### config.mk
export PLATFORM = sky130hd
export DESIGN_NAME = rv_core
export DESIGN_NICKNAME = d
export VERILOG_FILES = /design/src/rv_pkg.sv /design/src/control_unit.sv /design/src/program_counter.sv /design/src/register_file.sv /design/src/exec_unit.sv /design/src/rv_core.sv
export SDC_FILE = /design/constraint.sdc
export NUM_CORES = 2
export LEC_CHECK = 0
export BUFFER_PORTS_ARGS = -buffer_cell sky130_fd_sc_hd__buf_4
export CAP_MARGIN = 20
export CORE_ASPECT_RATIO = 0.6
export CORE_MARGIN = 10
export CORE_UTILIZATION = 45
export DETAILED_ROUTE_END_ITERATION = 8
export PLACE_DENSITY = 0.7
export REMOVE_ABC_BUFFERS = 1
export SLEW_MARGIN = 0
export SYNTH_ARGS = -nofsm -noshare
export SYNTH_HDL_FRONTEND = slang
export SYNTH_SLANG_ARGS = --single-unit
export TNS_END_PERCENT = 50
### constraint.sdc
create_clock -name clk -period 11.3 [get_ports clk]
set_input_delay 0.565 -clock clk [delete_from_list [all_inputs] [get_ports clk]]
set_output_delay 0.565 -clock clk [all_outputs]
set_load 0.1 [all_outputs]
### src/rv_pkg.sv
package rv_pkg;

  localparam int xlen = 32;

  // major opcodes of the supported instruction groups
  typedef enum logic [6:0] {
    OP_LOAD   = 7'b0000011,
    OP_ALUI   = 7'b0010011,
    OP_AUIPC  = 7'b0010111,
    OP_STORE  = 7'b0100011,
    OP_ALU    = 7'b0110011,
    OP_LUI    = 7'b0110111,
    OP_BRANCH = 7'b1100011,
    OP_JALR   = 7'b1100111,
    OP_JAL    = 7'b1101111
  } opcode_t;

  typedef enum logic [2:0] {
    CU_IDLE      = 3'd0,
    CU_FETCH_REQ = 3'd1,
    CU_FETCH_REL = 3'd2,
    CU_DECODE    = 3'd3,
    CU_EXEC      = 3'd4,
    CU_MEM_REQ   = 3'd5,
    CU_MEM_REL   = 3'd6,
    CU_WRITEBACK = 3'd7
  } cu_state_t;

  // ALU_EQ and ALU_SLT leave a single result bit in bit 0
  typedef enum logic [3:0] {
    ALU_ADD    = 4'd0,
    ALU_SUB    = 4'd1,
    ALU_SLL    = 4'd2,
    ALU_SLT    = 4'd3,
    ALU_XOR    = 4'd4,
    ALU_SRL    = 4'd5,
    ALU_OR     = 4'd6,
    ALU_AND    = 4'd7,
    ALU_EQ     = 4'd8,
    ALU_PASS_B = 4'd9
  } alu_op_t;

  typedef enum logic {
    ALU_A_REG = 1'b0,
    ALU_A_PC  = 1'b1
  } alu_in_a_t;

  typedef enum logic {
    ALU_B_REG = 1'b0,
    ALU_B_IMM = 1'b1
  } alu_in_b_t;

  // writeback source for rd
  typedef enum logic [1:0] {
    DEST_NONE = 2'd0,
    DEST_ALU  = 2'd1,
    DEST_MEM  = 2'd2,
    DEST_PC4  = 2'd3
  } dest_from_t;

  typedef enum logic [2:0] {
    IMM_I = 3'd0,
    IMM_S = 3'd1,
    IMM_B = 3'd2,
    IMM_U = 3'd3,
    IMM_J = 3'd4
  } imm_kind_t;

endpackage

### src/control_unit.sv
`timescale 1ns/1ps

module control_unit (
  input  logic               clk,
  input  logic               rst,
  input  logic               halt,
  input  logic               mem_ack,
  input  rv_pkg::opcode_t    opcode,
  input  logic [2:0]         funct3,
  input  logic [6:0]         funct7,
  input  logic               branch_taken,
  output logic               mem_req,
  output logic               mem_we,
  output logic               addr_sel_pc,
  output logic               ir_load,
  output logic               mdr_load,
  output rv_pkg::alu_in_a_t  alu_a_sel,
  output rv_pkg::alu_in_b_t  alu_b_sel,
  output rv_pkg::alu_op_t    alu_op,
  output logic               alu_signed,
  output logic               cmp_invert,
  output rv_pkg::imm_kind_t  imm_kind,
  output rv_pkg::dest_from_t dest_sel,
  output logic               rd_we,
  output logic               pc_step,
  output logic               pc_load
);

  // where the alu mode comes from
  typedef enum logic [1:0] {
    MODE_ADD,
    MODE_ARITH,
    MODE_BRANCH,
    MODE_PASS
  } mode_from_t;

  typedef struct packed {
    rv_pkg::alu_in_a_t  alu_a;
    rv_pkg::alu_in_b_t  alu_b;
    mode_from_t         mode;
    rv_pkg::dest_from_t dest;
    rv_pkg::imm_kind_t  imm;
    logic               mem;
    logic               jump;
  } dp_map_t;

  localparam dp_map_t map_none = '{rv_pkg::ALU_A_REG, rv_pkg::ALU_B_REG, MODE_ADD,
                                   rv_pkg::DEST_NONE, rv_pkg::IMM_I, 1'b0, 1'b0};
  localparam dp_map_t map_alu = '{rv_pkg::ALU_A_REG, rv_pkg::ALU_B_REG, MODE_ARITH,
                                  rv_pkg::DEST_ALU, rv_pkg::IMM_I, 1'b0, 1'b0};
  localparam dp_map_t map_alui = '{rv_pkg::ALU_A_REG, rv_pkg::ALU_B_IMM, MODE_ARITH,
                                   rv_pkg::DEST_ALU, rv_pkg::IMM_I, 1'b0, 1'b0};
  localparam dp_map_t map_load = '{rv_pkg::ALU_A_REG, rv_pkg::ALU_B_IMM, MODE_ADD,
                                   rv_pkg::DEST_MEM, rv_pkg::IMM_I, 1'b1, 1'b0};
  localparam dp_map_t map_store = '{rv_pkg::ALU_A_REG, rv_pkg::ALU_B_IMM, MODE_ADD,
                                    rv_pkg::DEST_NONE, rv_pkg::IMM_S, 1'b1, 1'b0};
  localparam dp_map_t map_branch = '{rv_pkg::ALU_A_REG, rv_pkg::ALU_B_REG, MODE_BRANCH,
                                     rv_pkg::DEST_NONE, rv_pkg::IMM_B, 1'b0, 1'b0};
  localparam dp_map_t map_jal = '{rv_pkg::ALU_A_PC, rv_pkg::ALU_B_IMM, MODE_ADD,
                                  rv_pkg::DEST_PC4, rv_pkg::IMM_J, 1'b0, 1'b1};
  localparam dp_map_t map_jalr = '{rv_pkg::ALU_A_REG, rv_pkg::ALU_B_IMM, MODE_ADD,
                                   rv_pkg::DEST_PC4, rv_pkg::IMM_I, 1'b0, 1'b1};
  localparam dp_map_t map_lui = '{rv_pkg::ALU_A_REG, rv_pkg::ALU_B_IMM, MODE_PASS,
                                  rv_pkg::DEST_ALU, rv_pkg::IMM_U, 1'b0, 1'b0};
  localparam dp_map_t map_auipc = '{rv_pkg::ALU_A_PC, rv_pkg::ALU_B_IMM, MODE_ADD,
                                    rv_pkg::DEST_ALU, rv_pkg::IMM_U, 1'b0, 1'b0};

  rv_pkg::cu_state_t state;
  rv_pkg::cu_state_t state_next;
  dp_map_t           dp;
  logic              handshake;
  logic              redirect;

  assign handshake = mem_req && mem_ack;

  always_comb begin
    state_next = state;
    case (state)
      rv_pkg::CU_IDLE: begin
        if (!halt) state_next = rv_pkg::CU_FETCH_REQ;
      end
      rv_pkg::CU_FETCH_REQ: begin
        if (handshake) state_next = rv_pkg::CU_FETCH_REL;
      end
      rv_pkg::CU_FETCH_REL: begin
        if (!mem_ack) state_next = rv_pkg::CU_DECODE;
      end
      rv_pkg::CU_DECODE: state_next = rv_pkg::CU_EXEC;
      rv_pkg::CU_EXEC: begin
        state_next = dp.mem ? rv_pkg::CU_MEM_REQ : rv_pkg::CU_WRITEBACK;
      end
      rv_pkg::CU_MEM_REQ: begin
        if (handshake) state_next = rv_pkg::CU_MEM_REL;
      end
      rv_pkg::CU_MEM_REL: begin
        if (!mem_ack) state_next = rv_pkg::CU_WRITEBACK;
      end
      default: state_next = halt ? rv_pkg::CU_IDLE : rv_pkg::CU_FETCH_REQ;
    endcase
  end

  // request goes up together with entry into a request state
  always_ff @(posedge clk or negedge rst) begin
    if (!rst) begin
      state   <= rv_pkg::CU_IDLE;
      mem_req <= 1'b0;
    end else begin
      state   <= state_next;
      mem_req <= (state_next == rv_pkg::CU_FETCH_REQ) || (state_next == rv_pkg::CU_MEM_REQ);
    end
  end

  always_comb begin
    case (opcode)
      rv_pkg::OP_ALU:    dp = map_alu;
      rv_pkg::OP_ALUI:   dp = map_alui;
      rv_pkg::OP_LOAD:   dp = map_load;
      rv_pkg::OP_STORE:  dp = map_store;
      rv_pkg::OP_BRANCH: dp = map_branch;
      rv_pkg::OP_JAL:    dp = map_jal;
      rv_pkg::OP_JALR:   dp = map_jalr;
      rv_pkg::OP_LUI:    dp = map_lui;
      rv_pkg::OP_AUIPC:  dp = map_auipc;
      // unknown opcodes fall through as a no-op
      default:           dp = map_none;
    endcase
  end

  always_comb begin
    alu_op     = rv_pkg::ALU_ADD;
    alu_signed = 1'b0;
    cmp_invert = 1'b0;
    case (dp.mode)
      MODE_ARITH: begin
        case (funct3)
          3'd0: begin
            if (opcode == rv_pkg::OP_ALU && funct7 == 7'b0100000) alu_op = rv_pkg::ALU_SUB;
          end
          3'd1: alu_op = rv_pkg::ALU_SLL;
          3'd2: begin
            alu_op     = rv_pkg::ALU_SLT;
            alu_signed = 1'b1;
          end
          3'd3: alu_op = rv_pkg::ALU_SLT;
          3'd4: alu_op = rv_pkg::ALU_XOR;
          3'd5: begin
            alu_op     = rv_pkg::ALU_SRL;
            alu_signed = funct7[5];
          end
          3'd6: alu_op = rv_pkg::ALU_OR;
          default: alu_op = rv_pkg::ALU_AND;
        endcase
      end
      MODE_BRANCH: begin
        // bit 2 picks less-than over equal and bit 1 marks an unsigned compare
        if (funct3[2]) alu_op = rv_pkg::ALU_SLT;
        else alu_op = rv_pkg::ALU_EQ;
        alu_signed = !funct3[1];
        cmp_invert = funct3[0];
      end
      MODE_PASS: alu_op = rv_pkg::ALU_PASS_B;
      default: alu_op = rv_pkg::ALU_ADD;
    endcase
  end

  assign alu_a_sel = dp.alu_a;
  assign alu_b_sel = dp.alu_b;
  assign imm_kind  = dp.imm;
  assign dest_sel  = dp.dest;

  assign addr_sel_pc = !((state == rv_pkg::CU_MEM_REQ) || (state == rv_pkg::CU_MEM_REL));
  assign mem_we      = (state == rv_pkg::CU_MEM_REQ) && (opcode == rv_pkg::OP_STORE);
  assign ir_load     = (state == rv_pkg::CU_FETCH_REQ) && handshake;
  assign mdr_load    = (state == rv_pkg::CU_MEM_REQ) && handshake;

  assign redirect = dp.jump || ((opcode == rv_pkg::OP_BRANCH) && branch_taken);
  assign rd_we    = (state == rv_pkg::CU_WRITEBACK) && (dp.dest != rv_pkg::DEST_NONE);
  assign pc_load  = (state == rv_pkg::CU_WRITEBACK) && redirect;
  assign pc_step  = (state == rv_pkg::CU_WRITEBACK) && !redirect;

endmodule

### src/program_counter.sv
`timescale 1ns/1ps

module program_counter #(
  parameter logic [rv_pkg::xlen-1:0] reset_pc = '0
) (
  input  logic                    clk,
  input  logic                    rst,
  input  logic                    pc_step,
  input  logic                    pc_load,
  input  logic [rv_pkg::xlen-1:0] target,
  output logic [rv_pkg::xlen-1:0] pc
);

  logic [rv_pkg::xlen-1:0] pc_next;

  // a jump target always lands on an even address
  always_comb begin
    pc_next = pc;
    if (pc_load) begin
      pc_next = {target[rv_pkg::xlen-1:1], 1'b0};
    end else if (pc_step) begin
      pc_next = pc + rv_pkg::xlen'(4);
    end
  end

  always_ff @(posedge clk or negedge rst) begin
    if (!rst) begin
      pc <= reset_pc;
    end else begin
      pc <= pc_next;
    end
  end

endmodule

### src/register_file.sv
`timescale 1ns/1ps

module register_file (
  input  logic                    clk,
  input  logic                    rst,
  input  logic [4:0]              rs1_addr,
  input  logic [4:0]              rs2_addr,
  input  logic [4:0]              rd_addr,
  input  logic                    rd_we,
  input  logic [rv_pkg::xlen-1:0] rd_data,
  output logic [rv_pkg::xlen-1:0] rs1_data,
  output logic [rv_pkg::xlen-1:0] rs2_data
);

  // x0 has no storage
  logic [rv_pkg::xlen-1:0] regs [1:31];

  always_ff @(posedge clk or negedge rst) begin
    if (!rst) begin
      for (int i = 1; i < 32; i++) begin
        regs[i] <= '0;
      end
    end else if (rd_we && (rd_addr != 5'd0)) begin
      regs[rd_addr] <= rd_data;
    end
  end

  assign rs1_data = (rs1_addr == 5'd0) ? '0 : regs[rs1_addr];
  assign rs2_data = (rs2_addr == 5'd0) ? '0 : regs[rs2_addr];

endmodule

### src/exec_unit.sv
`timescale 1ns/1ps

module exec_unit (
  input  logic                    clk,
  input  logic                    rst,
  input  logic [rv_pkg::xlen-1:0] pc,
  input  logic [rv_pkg::xlen-1:0] mem_rdata,
  input  logic                    addr_sel_pc,
  input  logic                    ir_load,
  input  logic                    mdr_load,
  input  rv_pkg::alu_in_a_t       alu_a_sel,
  input  rv_pkg::alu_in_b_t       alu_b_sel,
  input  rv_pkg::alu_op_t         alu_op,
  input  logic                    alu_signed,
  input  logic                    cmp_invert,
  input  rv_pkg::imm_kind_t       imm_kind,
  input  rv_pkg::dest_from_t      dest_sel,
  input  logic [rv_pkg::xlen-1:0] rs1_data,
  input  logic [rv_pkg::xlen-1:0] rs2_data,
  output rv_pkg::opcode_t         opcode,
  output logic [2:0]              funct3,
  output logic [6:0]              funct7,
  output logic                    branch_taken,
  output logic [4:0]              rs1_addr,
  output logic [4:0]              rs2_addr,
  output logic [4:0]              rd_addr,
  output logic [rv_pkg::xlen-1:0] rd_data,
  output logic [rv_pkg::xlen-1:0] target,
  output logic [rv_pkg::xlen-1:0] mem_addr,
  output logic [rv_pkg::xlen-1:0] mem_wdata
);

  logic [rv_pkg::xlen-1:0] ir;
  logic [rv_pkg::xlen-1:0] imm;
  logic [rv_pkg::xlen-1:0] op_a;
  logic [rv_pkg::xlen-1:0] op_b;
  logic [rv_pkg::xlen-1:0] alu_y;
  logic [rv_pkg::xlen-1:0] alu_q;
  logic [rv_pkg::xlen-1:0] mdr;
  logic [rv_pkg::xlen-1:0] wdata_q;
  logic [4:0]              shamt;
  logic                    less;

  assign opcode   = rv_pkg::opcode_t'(ir[6:0]);
  assign rd_addr  = ir[11:7];
  assign funct3   = ir[14:12];
  assign rs1_addr = ir[19:15];
  assign rs2_addr = ir[24:20];
  assign funct7   = ir[31:25];

  always_comb begin
    case (imm_kind)
      rv_pkg::IMM_S: imm = {{(rv_pkg::xlen-12){ir[31]}}, ir[31:25], ir[11:7]};
      rv_pkg::IMM_B: imm = {{(rv_pkg::xlen-12){ir[31]}}, ir[7], ir[30:25], ir[11:8], 1'b0};
      rv_pkg::IMM_U: imm = {ir[31:12], 12'b0};
      rv_pkg::IMM_J: imm = {{(rv_pkg::xlen-20){ir[31]}}, ir[19:12], ir[20], ir[30:21], 1'b0};
      default:       imm = {{(rv_pkg::xlen-12){ir[31]}}, ir[31:20]};
    endcase
  end

  assign op_a  = (alu_a_sel == rv_pkg::ALU_A_PC) ? pc : rs1_data;
  assign op_b  = (alu_b_sel == rv_pkg::ALU_B_IMM) ? imm : rs2_data;
  assign shamt = op_b[4:0];
  assign less  = alu_signed ? ($signed(op_a) < $signed(op_b)) : (op_a < op_b);

  always_comb begin
    case (alu_op)
      rv_pkg::ALU_ADD:    alu_y = op_a + op_b;
      rv_pkg::ALU_SUB:    alu_y = op_a - op_b;
      rv_pkg::ALU_SLL:    alu_y = op_a << shamt;
      rv_pkg::ALU_SLT:    alu_y = {{(rv_pkg::xlen-1){1'b0}}, less};
      rv_pkg::ALU_XOR:    alu_y = op_a ^ op_b;
      rv_pkg::ALU_SRL: begin
        if (alu_signed) alu_y = $signed(op_a) >>> shamt;
        else alu_y = op_a >> shamt;
      end
      rv_pkg::ALU_OR:     alu_y = op_a | op_b;
      rv_pkg::ALU_AND:    alu_y = op_a & op_b;
      rv_pkg::ALU_EQ:     alu_y = {{(rv_pkg::xlen-1){1'b0}}, op_a == op_b};
      rv_pkg::ALU_PASS_B: alu_y = op_b;
      default:            alu_y = '0;
    endcase
  end

  always_ff @(posedge clk or negedge rst) begin
    if (!rst) begin
      ir           <= '0;
      branch_taken <= 1'b0;
    end else begin
      if (ir_load) ir <= mem_rdata;
      branch_taken <= alu_y[0] ^ cmp_invert;
    end
  end

  // operands hold still from decode to writeback, so these settle by the end of exec
  always_ff @(posedge clk) begin
    alu_q   <= alu_y;
    wdata_q <= rs2_data;
    if (mdr_load) mdr <= mem_rdata;
  end

  assign target = (opcode == rv_pkg::OP_BRANCH) ? pc + imm : alu_q;

  always_comb begin
    case (dest_sel)
      rv_pkg::DEST_ALU: rd_data = alu_q;
      rv_pkg::DEST_MEM: rd_data = mdr;
      rv_pkg::DEST_PC4: rd_data = pc + rv_pkg::xlen'(4);
      default:          rd_data = '0;
    endcase
  end

  // fetch drives the pc and a quiet data bus
  assign mem_addr  = addr_sel_pc ? pc : alu_q;
  assign mem_wdata = addr_sel_pc ? '0 : wdata_q;

endmodule

### src/rv_core.sv
`timescale 1ns/1ps

module rv_core #(
  parameter logic [rv_pkg::xlen-1:0] reset_pc = '0
) (
  input  logic                    clk,
  input  logic                    rst,
  input  logic                    halt,
  output logic                    mem_req,
  output logic [rv_pkg::xlen-1:0] mem_addr,
  output logic                    mem_we,
  output logic [rv_pkg::xlen-1:0] mem_wdata,
  input  logic                    mem_ack,
  input  logic [rv_pkg::xlen-1:0] mem_rdata
);

  rv_pkg::opcode_t         opcode;
  logic [2:0]              funct3;
  logic [6:0]              funct7;
  logic                    branch_taken;
  logic                    addr_sel_pc;
  logic                    ir_load;
  logic                    mdr_load;
  rv_pkg::alu_in_a_t       alu_a_sel;
  rv_pkg::alu_in_b_t       alu_b_sel;
  rv_pkg::alu_op_t         alu_op;
  logic                    alu_signed;
  logic                    cmp_invert;
  rv_pkg::imm_kind_t       imm_kind;
  rv_pkg::dest_from_t      dest_sel;
  logic                    rd_we;
  logic                    pc_step;
  logic                    pc_load;
  logic [rv_pkg::xlen-1:0] pc;
  logic [rv_pkg::xlen-1:0] target;
  logic [4:0]              rs1_addr;
  logic [4:0]              rs2_addr;
  logic [4:0]              rd_addr;
  logic [rv_pkg::xlen-1:0] rd_data;
  logic [rv_pkg::xlen-1:0] rs1_data;
  logic [rv_pkg::xlen-1:0] rs2_data;

  control_unit i_control_unit (
    .clk          (clk),
    .rst          (rst),
    .halt         (halt),
    .mem_ack      (mem_ack),
    .opcode       (opcode),
    .funct3       (funct3),
    .funct7       (funct7),
    .branch_taken (branch_taken),
    .mem_req      (mem_req),
    .mem_we       (mem_we),
    .addr_sel_pc  (addr_sel_pc),
    .ir_load      (ir_load),
    .mdr_load     (mdr_load),
    .alu_a_sel    (alu_a_sel),
    .alu_b_sel    (alu_b_sel),
    .alu_op       (alu_op),
    .alu_signed   (alu_signed),
    .cmp_invert   (cmp_invert),
    .imm_kind     (imm_kind),
    .dest_sel     (dest_sel),
    .rd_we        (rd_we),
    .pc_step      (pc_step),
    .pc_load      (pc_load)
  );

  program_counter #(
    .reset_pc (reset_pc)
  ) i_program_counter (
    .clk     (clk),
    .rst     (rst),
    .pc_step (pc_step),
    .pc_load (pc_load),
    .target  (target),
    .pc      (pc)
  );

  register_file i_register_file (
    .clk      (clk),
    .rst      (rst),
    .rs1_addr (rs1_addr),
    .rs2_addr (rs2_addr),
    .rd_addr  (rd_addr),
    .rd_we    (rd_we),
    .rd_data  (rd_data),
    .rs1_data (rs1_data),
    .rs2_data (rs2_data)
  );

  exec_unit i_exec_unit (
    .clk          (clk),
    .rst          (rst),
    .pc           (pc),
    .mem_rdata    (mem_rdata),
    .addr_sel_pc  (addr_sel_pc),
    .ir_load      (ir_load),
    .mdr_load     (mdr_load),
    .alu_a_sel    (alu_a_sel),
    .alu_b_sel    (alu_b_sel),
    .alu_op       (alu_op),
    .alu_signed   (alu_signed),
    .cmp_invert   (cmp_invert),
    .imm_kind     (imm_kind),
    .dest_sel     (dest_sel),
    .rs1_data     (rs1_data),
    .rs2_data     (rs2_data),
    .opcode       (opcode),
    .funct3       (funct3),
    .funct7       (funct7),
    .branch_taken (branch_taken),
    .rs1_addr     (rs1_addr),
    .rs2_addr     (rs2_addr),
    .rd_addr      (rd_addr),
    .rd_data      (rd_data),
    .target       (target),
    .mem_addr     (mem_addr),
    .mem_wdata    (mem_wdata)
  );

endmodule

==> run metrics <==
Synth top area share=38.45%; final core occ=just under 50%; post-synthesis adder-cell area fraction=2.481%; Cell Chain, Critical Path=inv_6, buf_4, mux4_2, o21ai_0, o21a_1, buf_4, inv_1, ha_1, nor3_1, o31ai_1, buf_4, a21oi_1, o21bai_1, a21oi_1, o22ai_1, o21ai_0, nand4_1; Bufs on Longest Clock Path=3; worst skew pair latency=0.77 ns; DR pass1 iterations=9; Max Fanout on Critical Path=44; Max Used Layer=met5; via count=around 60000; DRT iter0 DRCs=around 10000; Synth Cell Area=about 70000 um2; Boundary Pins=102; cell taking the most area after synthesis=dfrtp_1; RSZ-0062 raised after global routing=false; status=finished, final reports clean; WP data required=~12 ns; post-synthesis compound-gate area fraction=around 17%; DIE AREA=approximately 170000 um2; Post-synth EDFFs=32; routed metal-1 wire length=109800 um; top post-synthesis cells by count=nand2_1 (1278), o21ai_0 (1212), dfrtp_1 (1060); kind of critical path=register to register; Final ANT Viol Nets=0; most frequent cell after synthesis=nand2_1; Seq/Total Area, Yosys=a little over two fifths; vias per inst=6.867; DR WL/cell=between 30 and 40 um; total wire length=roughly 280000 um; Slew Viols, Final=0; Die H=between 300 and 400 um; DR WL met3=51210 um; Hold Fails Final Rpt=0; cts repair resizes=0; clock-pin slew on the worst setup and hold paths=0.09 ns; root buf cell=clkbuf_16; CP max stage delay=0.81 ns; post-synthesis xor/xnor area fraction=less than 1%; Die Wd=between 500 and 600 um; first-pass GRT wire length=roughly 410000 um; crit share post-route=72.74%; Post-Syn Area per Cell=around 10 um2; area grow syn2layout=9.173%; ys flop type=dfrtp_1; CP bufs+invs=5; FMAX=between 0.1 and 0.15 GHz; net switching power=10.13 mW; initial antenna violation count=17; total gr overflow=0; FFs w/ async S/R, synth=between 90% and 100%; number of synthesized register bits=1156; starting density of the core=45.24%; Slew @ Worst Pin=1.309 ns; cts bufs inserted=approximately 110; CTS H-tree lvls=3; Peak VDD IR=0.0002778 V; Clk network pwr share=about a fifth; Period minus WS final=around 8.2 ns; P_leak=approximately 32 nW; cells after synthesis=about 6800; Rows=111; Port Buffers=101; mux cell area share after synthesis=22.48%; vias in the first global route=~57000; most area-consuming cells after synthesis=dfrtp_1 (38%), mux4_2 (16%), o21ai_0 (8.8%), nand2_1 (7.0%), mux2i_1 (4.3%); pwr dens=approximately 270 nW/um2; largest delay contributor family on the critical path=compound AO/OA/AOI/OAI gates; Clock Sinks=about 1200; Synth cell types=between 80 and 90; internal power=9.954 mW; Core Area=152500 um2; Max Cap Violations=0; post-synthesis simple-gate area fraction=~11%; CTS tree=built; gr usage total=between 30% and 40%; worst clock skew=0.03505 ns; CP most frequent cell=buf_4; pin count of the biggest net entering global routing=between 150 and 200; Worst path slowest cell=inv_6; yosys warns=0; DR DRC count=0; register share of total power=24.5%; Logic pwr share=a little under three fifths; fraction of layout cells with a size suffix above 1=roughly 18%; Final nets=between 6000 and 7000; DP Area=just over 70000 um2; CP Capture Type=register; Slew headroom=about an eighth; Critical Path Start Type=register; sw frac=around half; Finished Cell Area=about 75000 um2; DPL Wire Length=roughly 190000 um; GP Congestion=roughly 1.1; routed length on met2=between 100000 and 150000 um; hold crit path type=input pin to register; Critical Path AT=8.68 ns; largest family of logic cells by synthesized area=multiplexers; post-CTS setup buffer count=0; endpoints failing setup=0
-- logic make-up after synthesis --
family | count (synthesis)
compound gates | 1952
simple gates | 1825
flops | 1156
buf+inv | 786
fa+ha+maj | 135
mux | 909
xor+xnor | 70
other cells | 1
-- flip-flops by register name (all words and copies together), names as in the netlist --
name                      cells
i_exec_unit.alu_q            32
i_exec_unit.mdr              32
i_register_file.regs        992
i_exec_unit.ir               32
i_exec_unit.branch_taken      1
i_control_unit.mem_req        1
i_program_counter.pc         31
i_control_unit.state          3
i_exec_unit.wdata_q          32
-- worst paths after layout --
kind	start	to	slack, ns	cells after the start
max in group asynchronous	rst	i_register_file.regs[317]	8.43	4
worst min register to register	i_register_file.regs[387]	i_register_file.regs[387]	0.50	2
worst min-delay path	mem_rdata[25]	i_exec_unit.mdr[25]	0.02	1
worst max register to register	i_exec_unit.ir[23]	i_exec_unit.alu_q[19]	3.08	17
worst max-delay path	i_exec_unit.ir[23]	i_exec_unit.alu_q[19]	3.08	17
min in group asynchronous	rst	i_register_file.regs[295]	0.45	2
-- cells in the final DEF, fill, tap and decap left out, types with 32 or more instances in the layout --
| cell | instances |
|---|---|
| a221oi_1 | 49 |
| dfrtp_1 | 1050 |
| inv_1 | 141 |
| edfxtp_1 | 32 |
| nor2_1 | 188 |
| a211oi_1 | 36 |
| nand2_1 | 1247 |
| o21ai_0 | 1211 |
| a222oi_1 | 39 |
| a21oi_1 | 204 |
| nor2b_1 | 32 |
| nand3_1 | 65 |
| mux2i_1 | 293 |
| dfxtp_1 | 64 |
| a21o_1 | 40 |
| o22ai_1 | 40 |
| ha_1 | 132 |
| clkbuf_16 | 110 |
| and3_1 | 64 |
| mux4_2 | 500 |
| nor3_1 | 42 |
| buf_4 | 266 |
| a22oi_1 | 37 |
| xnor2_1 | 46 |
| mux2_2 | 114 |
-- metrics by stage --
| step | setup TNS (ns) | worst slack, ns | power [mW] | hold slack [ns] | std cells |
|---|---|---|---|---|---|
| 2_1_floorplan | -312.73 | -7.825 | 11.76 | 0.2694 | 6197 |
| 3_3_place_gp | 0 | 3.544 | 15.42 | 0.4733 | 8501 |
| 3_5_place_dp | 0 | 3.583 | 15.39 | 0.4852 | 8501 |
| 4_1_cts | 0 | 3.570 | 19.30 | 0.01524 | 8703 |
| 5_1_grt | 0 | 3.019 | 20.46 | 0.01768 | 8716 |
| 6_report | 0 | 3.080 | 20.09 | 0.01535 | 8725 |
-- power by group through the flow --
stage	combinational (mW)	sequential [mW]	clock, mW
2_1_floorplan	6.45	5.31	0
3_3_place_gp	10.5	4.94	0
3_5_place_dp	10.4	4.95	0
4_1_cts	10.5	4.87	3.95
5_1_grt	11.4	4.91	4.13
6_report	11.2	4.92	3.96
-- layout make-up --
| type | count | area (um2) |
|---|---|---|
| diodes | 9 | 22.52 |
| clock buffers | 153 | 3164 |
| clock inverters | 48 | 581.8 |
| fillers | 13693 | 77170 |
| inverters | 149 | 564.3 |
| multi-input cells | 4892 | 37320 |
| flip-flops and latches | 1156 | 28800 |
| well taps | 2034 | 2545 |
| repair buffers | 284 | 2331 |
-- repair_timing --
action	4_1_cts	5_1_grt
endpoints found under the setup margin	0	0
endpoints found under the hold margin	81	0
hold buffers	1	0
-- metal layers --
metal | vias to the layer above | GRT usage [%]
li1 | 24495 | -
met1 | 29710 | 44.56
met2 | 4847 | 41.51
met3 | 835 | 17.22
met4 | 30 | 14.04
met5 | - | 0.4534
Power figures use the tool's default switching activity.
